--- src/hdl/nbf_defs.svh ---
`ifndef NBF_DEFS_SVH
`define NBF_DEFS_SVH

// datapath widths
`define NBF_ADDR_W 16
`define NBF_DATA_W 32

// number of trace-enable bits held by the host
`define NBF_TRACE_W 4

// forward FIFO entries
`define NBF_FIFO_DEPTH 4

// outstanding requests allowed at the loader
`define NBF_MAX_CREDITS 4

// host register map
`define HOST_PUTCH_ADDR 16'h1000
`define HOST_FINISH_ADDR 16'h2000
`define HOST_TRACE_ADDR 16'h3000

`endif

--- src/hdl/bedrock_pkg.sv ---
`include "nbf_defs.svh"

package bedrock_pkg;

  // boot-file record kinds
  typedef enum logic [1:0] {
    NBF_WRITE  = 2'd0,
    NBF_READ   = 2'd1,
    NBF_FENCE  = 2'd2,
    NBF_FINISH = 2'd3
  } nbf_opcode_e;

  // single-beat memory message types
  typedef enum logic {
    MSG_WR = 1'b0,
    MSG_RD = 1'b1
  } bedrock_msg_e;

  // forward header, 17 bits
  typedef struct packed {
    bedrock_msg_e           msg_type;
    logic [`NBF_ADDR_W-1:0] addr;
  } bedrock_fwd_hdr_s;

  // reverse response, 33 bits
  typedef struct packed {
    bedrock_msg_e           msg_type;
    logic [`NBF_DATA_W-1:0] data;
  } bedrock_rev_s;

endpackage

--- src/hdl/bedrock_fwd_if.sv ---
`timescale 1ns/1ps
`include "nbf_defs.svh"

interface bedrock_fwd_if;

  // one beat per message, moves when v and ready are both high
  logic                          v;
  logic                          ready;
  bedrock_pkg::bedrock_fwd_hdr_s hdr;
  logic [`NBF_DATA_W-1:0]        data;

  modport sender (
    output v,
    output hdr,
    output data,
    input  ready
  );

  modport receiver (
    input  v,
    input  hdr,
    input  data,
    output ready
  );

endinterface

--- src/hdl/fwd_fifo.sv ---
`timescale 1ns/1ps
`include "nbf_defs.svh"

module fwd_fifo (
  input logic             clk_i,
  input logic             rst_n_i,
  bedrock_fwd_if.receiver enq,
  bedrock_fwd_if.sender   deq
);

  localparam int PTR_W = $clog2(`NBF_FIFO_DEPTH);
  localparam int CNT_W = $clog2(`NBF_FIFO_DEPTH + 1);

  bedrock_pkg::bedrock_fwd_hdr_s hdr_mem [`NBF_FIFO_DEPTH];
  logic [`NBF_DATA_W-1:0]        data_mem [`NBF_FIFO_DEPTH];

  logic [PTR_W-1:0] wr_ptr_r;
  logic [PTR_W-1:0] rd_ptr_r;
  logic [CNT_W-1:0] count_r;
  logic             push;
  logic             pop;

  function automatic logic [PTR_W-1:0] next_ptr(input logic [PTR_W-1:0] ptr);
    next_ptr = (ptr == PTR_W'(`NBF_FIFO_DEPTH - 1)) ? '0 : ptr + 1'b1;
  endfunction

  assign enq.ready = (count_r != CNT_W'(`NBF_FIFO_DEPTH));
  assign deq.v     = (count_r != '0);
  assign deq.hdr   = hdr_mem[rd_ptr_r];
  assign deq.data  = data_mem[rd_ptr_r];

  assign push = enq.v & enq.ready;
  assign pop  = deq.v & deq.ready;

  // storage
  always_ff @(posedge clk_i)
  begin
    if (push)
    begin
      hdr_mem[wr_ptr_r]  <= enq.hdr;
      data_mem[wr_ptr_r] <= enq.data;
    end
  end

  always_ff @(posedge clk_i or negedge rst_n_i)
  begin
    if (!rst_n_i)
    begin
      wr_ptr_r <= '0;
      rd_ptr_r <= '0;
      count_r  <= '0;
    end
    else
    begin
      if (push)
        wr_ptr_r <= next_ptr(wr_ptr_r);
      if (pop)
        rd_ptr_r <= next_ptr(rd_ptr_r);
      if (push && !pop)
        count_r <= count_r + 1'b1;
      else if (pop && !push)
        count_r <= count_r - 1'b1;
    end
  end

  // pointers meet only when the buffer is empty or full
  a_no_push_full: assert property (@(posedge clk_i) disable iff (!rst_n_i)
    push |-> (wr_ptr_r != rd_ptr_r) || (count_r == '0));

  a_no_pop_empty: assert property (@(posedge clk_i) disable iff (!rst_n_i)
    pop |-> (wr_ptr_r != rd_ptr_r) || (count_r == CNT_W'(`NBF_FIFO_DEPTH)));

endmodule

--- src/hdl/host_dev.sv ---
`timescale 1ns/1ps
`include "nbf_defs.svh"

module host_dev (
  input  logic                      clk_i,
  input  logic                      rst_n_i,
  bedrock_fwd_if.receiver           fwd,
  output logic                      rev_v_o,
  output bedrock_pkg::bedrock_rev_s rev_o,
  output logic                      putch_v_o,
  input  logic                      putch_ready_i,
  output logic [7:0]                putch_data_o,
  output logic                      finish_o,
  output logic [`NBF_TRACE_W-1:0]   trace_en_o
);

  logic                      is_wr;
  logic                      is_putch;
  logic                      consume;
  logic                      finish_r;
  logic [`NBF_TRACE_W-1:0]   trace_r;
  logic [`NBF_DATA_W-1:0]    rd_data;
  logic                      rev_v_r;
  bedrock_pkg::bedrock_rev_s rev_r;

  assign is_wr    = (fwd.hdr.msg_type == bedrock_pkg::MSG_WR);
  assign is_putch = is_wr && (fwd.hdr.addr == `HOST_PUTCH_ADDR);

  // putchar stalls on the outside sink, everything else drains at once
  assign putch_v_o    = fwd.v & is_putch;
  assign putch_data_o = fwd.data[7:0];
  assign fwd.ready    = is_putch ? putch_ready_i : 1'b1;
  assign consume      = fwd.v & fwd.ready;

  // readable registers
  always_comb
  begin
    case (fwd.hdr.addr)
      `HOST_FINISH_ADDR: rd_data = {{(`NBF_DATA_W-1){1'b0}}, finish_r};
      `HOST_TRACE_ADDR:  rd_data = {{(`NBF_DATA_W-`NBF_TRACE_W){1'b0}}, trace_r};
      default:           rd_data = '0;
    endcase
  end

  always_ff @(posedge clk_i or negedge rst_n_i)
  begin
    if (!rst_n_i)
    begin
      finish_r <= 1'b0;
      trace_r  <= '0;
      rev_v_r  <= 1'b0;
    end
    else
    begin
      rev_v_r <= consume;
      // unmapped writes fall through and are only acked
      if (consume && is_wr)
      begin
        case (fwd.hdr.addr)
          `HOST_FINISH_ADDR: finish_r <= fwd.data[0];
          `HOST_TRACE_ADDR:  trace_r  <= fwd.data[`NBF_TRACE_W-1:0];
          default:           trace_r  <= trace_r;
        endcase
      end
    end
  end

  // response payload
  always_ff @(posedge clk_i)
  begin
    if (consume)
    begin
      rev_r.msg_type <= fwd.hdr.msg_type;
      rev_r.data     <= is_wr ? '0 : rd_data;
    end
  end

  assign rev_v_o    = rev_v_r;
  assign rev_o      = rev_r;
  assign finish_o   = finish_r;
  assign trace_en_o = trace_r;

  // one response per consumed message, next cycle, same type
  a_rev_follows: assert property (@(posedge clk_i) disable iff (!rst_n_i)
    consume |=> rev_v_o && (rev_o.msg_type == $past(fwd.hdr.msg_type)));

endmodule

--- src/hdl/nbf_host_top.sv ---
`timescale 1ns/1ps
`include "nbf_defs.svh"

module nbf_host_top (
  input  logic                     clk_i,
  input  logic                     rst_n_i,
  input  logic                     nbf_v_i,
  output logic                     nbf_ready_o,
  input  bedrock_pkg::nbf_opcode_e nbf_opcode_i,
  input  logic [`NBF_ADDR_W-1:0]   nbf_addr_i,
  input  logic [`NBF_DATA_W-1:0]   nbf_data_i,
  output logic                     putch_v_o,
  input  logic                     putch_ready_i,
  output logic [7:0]               putch_data_o,
  output logic                     rd_v_o,
  output logic [`NBF_DATA_W-1:0]   rd_data_o,
  output logic                     finish_o,
  output logic [`NBF_TRACE_W-1:0]  trace_en_o,
  output logic                     done_o
);

  // loader to FIFO, FIFO to host
  bedrock_fwd_if ldr_fwd ();
  bedrock_fwd_if host_fwd ();

  logic                      rev_v;
  bedrock_pkg::bedrock_rev_s rev;

  nbf_loader u_loader (
    .clk_i        (clk_i),
    .rst_n_i      (rst_n_i),
    .nbf_v_i      (nbf_v_i),
    .nbf_ready_o  (nbf_ready_o),
    .nbf_opcode_i (nbf_opcode_i),
    .nbf_addr_i   (nbf_addr_i),
    .nbf_data_i   (nbf_data_i),
    .fwd          (ldr_fwd.sender),
    .rev_v_i      (rev_v),
    .rev_i        (rev),
    .rd_v_o       (rd_v_o),
    .rd_data_o    (rd_data_o),
    .done_o       (done_o)
  );

  fwd_fifo u_fifo (
    .clk_i   (clk_i),
    .rst_n_i (rst_n_i),
    .enq     (ldr_fwd.receiver),
    .deq     (host_fwd.sender)
  );

  host_dev u_host (
    .clk_i         (clk_i),
    .rst_n_i       (rst_n_i),
    .fwd           (host_fwd.receiver),
    .rev_v_o       (rev_v),
    .rev_o         (rev),
    .putch_v_o     (putch_v_o),
    .putch_ready_i (putch_ready_i),
    .putch_data_o  (putch_data_o),
    .finish_o      (finish_o),
    .trace_en_o    (trace_en_o)
  );

endmodule

--- src/hdl/nbf_loader.sv ---
`timescale 1ns/1ps
`include "nbf_defs.svh"

module nbf_loader (
  input  logic                      clk_i,
  input  logic                      rst_n_i,
  input  logic                      nbf_v_i,
  output logic                      nbf_ready_o,
  input  bedrock_pkg::nbf_opcode_e  nbf_opcode_i,
  input  logic [`NBF_ADDR_W-1:0]    nbf_addr_i,
  input  logic [`NBF_DATA_W-1:0]    nbf_data_i,
  bedrock_fwd_if.sender             fwd,
  input  logic                      rev_v_i,
  input  bedrock_pkg::bedrock_rev_s rev_i,
  output logic                      rd_v_o,
  output logic [`NBF_DATA_W-1:0]    rd_data_o,
  output logic                      done_o
);

  localparam int CRED_W = $clog2(`NBF_MAX_CREDITS + 1);

  logic [CRED_W-1:0] credits_r;
  logic              run_r;
  logic              done_r;
  logic              live;
  logic              is_req;
  logic              credit_ok;
  logic              drained;
  logic              issue;
  logic              finish_acc;

  // idle for one cycle after reset, and for good once finished
  assign live      = run_r & ~done_r;
  assign is_req    = (nbf_opcode_i == bedrock_pkg::NBF_WRITE) ||
                     (nbf_opcode_i == bedrock_pkg::NBF_READ);
  assign credit_ok = credits_r < CRED_W'(`NBF_MAX_CREDITS);
  assign drained   = (credits_r == '0);

  always_comb
  begin
    case (nbf_opcode_i)
      bedrock_pkg::NBF_WRITE,
      bedrock_pkg::NBF_READ:   nbf_ready_o = live & credit_ok & fwd.ready;
      bedrock_pkg::NBF_FENCE,
      bedrock_pkg::NBF_FINISH: nbf_ready_o = live & drained;
      default:                 nbf_ready_o = 1'b0;
    endcase
  end

  // requests go out in the cycle the record is taken
  assign fwd.v            = live & nbf_v_i & is_req & credit_ok;
  assign fwd.hdr.msg_type = (nbf_opcode_i == bedrock_pkg::NBF_READ) ?
                            bedrock_pkg::MSG_RD : bedrock_pkg::MSG_WR;
  assign fwd.hdr.addr     = nbf_addr_i;
  assign fwd.data         = nbf_data_i;

  assign issue      = fwd.v & fwd.ready;
  assign finish_acc = nbf_v_i & nbf_ready_o & (nbf_opcode_i == bedrock_pkg::NBF_FINISH);

  always_ff @(posedge clk_i or negedge rst_n_i)
  begin
    if (!rst_n_i)
    begin
      credits_r <= '0;
      run_r     <= 1'b0;
      done_r    <= 1'b0;
    end
    else
    begin
      run_r  <= 1'b1;
      done_r <= done_r | finish_acc;
      case ({issue, rev_v_i})
        2'b10:   credits_r <= credits_r + 1'b1;
        2'b01:   credits_r <= credits_r - 1'b1;
        default: credits_r <= credits_r;
      endcase
    end
  end

  // read data is passed straight through as it lands
  assign rd_v_o    = rev_v_i & (rev_i.msg_type == bedrock_pkg::MSG_RD);
  assign rd_data_o = rev_i.data;
  assign done_o    = done_r;

  a_credit_limit: assert property (@(posedge clk_i) disable iff (!rst_n_i)
    credits_r <= CRED_W'(`NBF_MAX_CREDITS));

  // the host never answers a request that was not sent
  a_no_stray_rev: assert property (@(posedge clk_i) disable iff (!rst_n_i)
    drained |-> !rev_v_i);

endmodule

--- config.mk ---
export PLATFORM = sky130hd
export DESIGN_NAME = nbf_host_top
export DESIGN_NICKNAME = d
export VERILOG_FILES = /design/src/hdl/bedrock_pkg.sv /design/src/hdl/bedrock_fwd_if.sv /design/src/hdl/fwd_fifo.sv /design/src/hdl/host_dev.sv /design/src/hdl/nbf_host_top.sv /design/src/hdl/nbf_loader.sv
export VERILOG_INCLUDE_DIRS = /design/src /design/src/hdl
export SDC_FILE = /design/constraint.sdc
export NUM_CORES = 1
export LEC_CHECK = 0
export ABC_AREA = 0
export BUFFER_PORTS_ARGS = -buffer_cell sky130_fd_sc_hd__buf_2
export CORE_MARGIN = 5
export CORE_UTILIZATION = 25
export DETAILED_ROUTE_END_ITERATION = 16
export SETUP_SLACK_MARGIN = 0.2
export SLEW_MARGIN = 20
export SYNTH_ARGS = -nofsm -noshare
export SYNTH_HDL_FRONTEND = slang
export SYNTH_HIERARCHICAL = 1
export SYNTH_SLANG_ARGS = --single-unit
--- constraint.sdc ---
create_clock -name clk_i -period 4.73 [get_ports clk_i]
set_input_delay 0.2365 -clock clk_i [delete_from_list [all_inputs] [get_ports clk_i]]
set_output_delay 0.2365 -clock clk_i [all_outputs]
set_load 0.01 [all_outputs]
* Yosys cells after proc, flatten, opt, wreduce, memory -nomap -nowiden
Memories as Yosys holds them, arrays and structs flattened. Index checks and enable logic that the tools add are counted.
Cells by class: add/subtract/negate cells 6, multipliers 0, div/mod/pow operators 0, $lt $le $gt $ge 1, eq/ne operators 11, shift operators 0, mux-type cells 11, bitwise logic cells 16, reduce and logical (&&, ||, !) cells 16
Operators by type and width (count):
- equality test 16 x 14 -> 1 bit (second input constant) | 2
- equality test 16 x 13 -> 1 bit (second input constant) | 1
- AND 1 bit | 13
- equality test 2 bit (second input constant) | 5
- one-hot mux 4 bit (2 select lines) | 1
- adder 3 x 1 -> 3 bit (second input constant) | 2
- 2-to-1 mux 3 bit | 2
- one-hot mux 3 bit (2 select lines) | 1
- subtractor 3 x 1 -> 3 bit (second input constant) | 2
- adder 2 x 1 -> 2 bit (second input constant) | 2
- equality test 2 x 1 -> 1 bit (second input constant) | 2
- logical AND 1 bit | 4
- 2-to-1 mux 1 bit | 4
- 2-to-1 mux 2 bit | 2
- AND reduction 2 bit | 2
- nonzero test 2 bit | 2
- OR reduction 2 bit | 2
- zero test 3 bit | 1
- less-than comparator 3 bit (second input constant) | 1
- != test 3 bit (second input constant) | 1
- nonzero test 3 bit | 1
- zero test 1 bit | 2
- zero test 2 bit | 1
- NOT 1 bit | 2
- other kinds (3) | 3
Storage, ports and cells: bits in registers 51, latch bits 0, memory bits (writable) 196, bits in read-only memories 0, input bits 54, output and inout bits 49, memories kept 2
Memories:
- u_fifo.data_mem | words 4, bits a word 32, rd ports 1, clocked after memory_dff 0, wr ports 1, line fwd_fifo.sv:15 | logic [`NBF_DATA_W-1:0] data_mem [`NBF_FIFO_DEPTH];
- u_fifo.hdr_mem | words 4, bits a word 17, rd ports 1, clocked after memory_dff 0, wr ports 1, line fwd_fifo.sv:14 | bedrock_pkg::bedrock_fwd_hdr_s hdr_mem [`NBF_FIFO_DEPTH];

* Longest topological paths before layout
depth after elaboration 10, mapped depth 13, gate-level depth less buffers 11

* Modules after synthesis
The synthesis kept the hierarchy.
Modules (own cells, without submodules):
- fwd_fifo | instances 1, cells each 293, area each 7489.7 um^2, seq. area each 6060.8 um^2
- nbf_loader | instances 1, cells each 105, area each 884.6 um^2, seq. area each 125.1 um^2
- host_dev | instances 1, cells each 75, area each 825.8 um^2, seq. area each 300.3 um^2

* Worst setup path before layout
OpenSTA, ideal clock, no wires.
path type reg2reg, from register u_fifo.rd_ptr_r[0], to register u_fifo.count_r[2], setup time 0.079 ns, data arrival time 3.359 ns, data required time 4.651 ns, path slack 1.292 ns, cell stages (with the launch flop) 14, path through dfrtp_1 buf_2 buf_2 mux4_2 or4_1 nor4_4 nand4b_1 nand2_1 ha_1 inv_1 fa_1 xor2_1 nor2_1 xor2_1
RTL lines:
- start: declaration | line fwd_fifo.sv:18 | logic [PTR_W-1:0] rd_ptr_r;
- start signal: assignment | line fwd_fifo.sv:58 | rd_ptr_r <= next_ptr(rd_ptr_r);
- end signal: assignment | line fwd_fifo.sv:60 | count_r <= count_r + 1'b1;
- end signal: assignment | line fwd_fifo.sv:62 | count_r <= count_r - 1'b1;
- end: declaration | line fwd_fifo.sv:19 | logic [CNT_W-1:0] count_r;

==> results.md <==
* Drt via density at 3.89
* Pin count of the biggest net entering global routing at 26
* Tot GR Track Use at 7.82%
* GR peak layer: met2
* Worst-Skew Late Latency at 400 ps
* Post-layout net count at 388
* Aggregate global routing overflow at 0
* Met2 Use GR at 12.6%
* LEAKAGE at 0.00226 µW
* M1 GR Usage at 9.22%
* Worst Setup Start Kind: flop
* GR Layer Usage met3 at under 10%
* Sink Count at about 120
* CTS tree: done
* Number of global-route vias before repair at 2,634
* Crit-path max FO at 19
* Clk buf depth at 2
* Core ar. at 0.0219 mm²
* TritonRoute pass-1 iters at 4
* Min-Delay Path Class: input pin to flop
* Std-Cell Rows at 54
* First-pass GRT wire length at 15,100 µm
* Max_slew headroom at 43.7%
* Htree depth at 4
* Final Setup Violations at 0
* Setup ws final at 890 ps
* Placed cells at 585
* CP Class: flop to flop
* Mapped cell area at about 0.0056 mm²
* DR WL/cell at 15.5 µm
* Hold Fails Final Rpt at 0
* Reg clk slew, reported paths at 60 ps
* Worst setup EP type: flop
* Routability-driven placement congestion ratio at 0.645
* VDD IR max at 0.000214 V
* Setup TNS at 0 ps
* Share of cells above drive strength 1 at 40.5%
* Initial Utilization at 25.5%
* Post-Route WL at 9590 µm
* Worst Tran Pin Value at between 800 and 900 ps
* Die height at 160 µm
* Post-detail-place hpwl at 6530 µm
* # Post-CTS Setup Buffers at 0
* Outcome: completed
* Total number of vias at approximately 2,400
* Setup Slack @ Placement at 802 ps
* Layout area overhead at 10.3%
* Die Wd at 160 µm
* CTS root buf: clkbuf_16
* Avg Inst Size Synth at 17.1 µm²
* Initial antenna violation count at 2
* Synthesized instance count at around 330
* Clock Skew at 9.36 ps
* Fmax at 260 MHz
* Crit path DAT at around 4200 ps
* Num CTS Buffers at 17
* RSZ-0062 raised after global routing: no
* Power Density at 552 mW/mm²
* Synth warn at 6
* WP data required at between 5000 and 6000 ps
* Die area at 0.0254 mm²
* Fin. max-slew vios at 0
* Ports at 103
* Max Cap Viol at 0
* DRT antenna net count at 0
* Final period util at 81.2%
* DRC violations left at 0
* I/O Buffers at 50
* Post-Layout Cell Count at 619
* First-iteration detailed-routing DRC count at 105
* Tmin final at 3840 ps
## where the power goes
| part | internal [µW] | switching, µW | total (µW) |
|---|---|---|---|
| Combinational | 401 | 358 | 759 |
| Clock | 700 | 521 | 1220 |
| Sequential | 1290 | 131 | 1420 |
| Total | 2390 | 1010 | 3400 |
## registers in the layout, indices dropped and copies added, names as in the netlist
signal              cells
u_fifo/wr_ptr_r         2
u_host/trace_en_o       4
u_host/rev_o            5
u_fifo/data_mem        32
u_fifo/rd_ptr_r         2
u_fifo/hdr_mem         68
u_loader/credits_r      3
u_host/finish_o         1
u_loader/run_r          1
u_loader/done_o         1
u_host/rev_v_o          1
u_fifo/count_r          3
## worst paths after layout
path                                         start  cells after the start                     to  slack, ps
worst min-delay path                 nbf_addr_i[0]                      1   u_fifo/hdr_mem[0][0]         40
worst min register to register   u_fifo/count_r[2]                      1      u_fifo/count_r[2]        490
min in group asynchronous                  rst_n_i                      2  u_loader/credits_r[1]        330
max in group asynchronous                  rst_n_i                      2     u_fifo/rd_ptr_r[0]       4060
worst max register to register  u_fifo/rd_ptr_r[0]                     11      u_fifo/count_r[2]        890
worst max-delay path            u_fifo/rd_ptr_r[0]                     11      u_fifo/count_r[2]        890
## final cells by class
class / count / area [µm²]
Timing Repair Buffer: 54 / 283
Clock inverter: 15 / 148
Tap cell: 280 / 350
Antenna cell: 1 / 2.50
Clock buffer: 17 / 425
Sequential cell: 123 / 3600
Multi-Input combinational cell: 122 / 1320
Inverter: 7 / 26.3
Fill cell: 2178 / 15700
## through the flow
step / area, µm² / total power, µW / utilization, % / hold WS [ps]
floorplan: 5690 / 2100 / - / -59.1
global placement: 5580 / 2190 / 25.5 / 198
detailed placement: 5580 / 2230 / 25.5 / 207
CTS: 6160 / 3470 / 28.1 / 21.4
global route: 6160 / 3600 / 28.1 / 20.4
finish: 6160 / 3400 / 28.1 / 41.4
## what timing repair did
item / CTS / global route
resized for setup: 0 / 0
hold endpoints to repair: 18 / 0
hold buffers: 1 / 0
## cell usage in the layout (no fill, tap or decap), types with 2 or more instances in the layout
cell type and count:
xnor2_1 2, nor2_1 6, and2_1 5, buf_2 50, and3_2 4, or4_4 2
mux2i_1 2, ha_1 7, fa_1 2, xor2_1 4, nor2b_1 3, mux4_2 25
clkinvlp_4 3, and4_2 2, dfrtp_1 17, clkbuf_16 17, mux2_2 8, inv_6 5
inv_1 7, edfxtp_1 105, buf_4 3, inv_8 5, mux2_4 2, nand2_1 2
nor4b_1 2, conb_1 29
## routing by layer
layer  wire, µm  vias up
li1           -     1099
met1       4000     1218
met2       4760       81
met3        770        6
met4         40        4
met5         21        -
## worst max-delay path, cell delays in order, from the launching register on
cell and delay (ps):
dfrtp_2 770, mux4_2 580, or4_4 600, nor4_4 360, nand4b_1 190, nand2_1 180, ha_1 200, inv_1 60
fa_1 370, xor2_1 170, nor2_1 110, xor2_1 170
(Power assumes the default switching activity.)
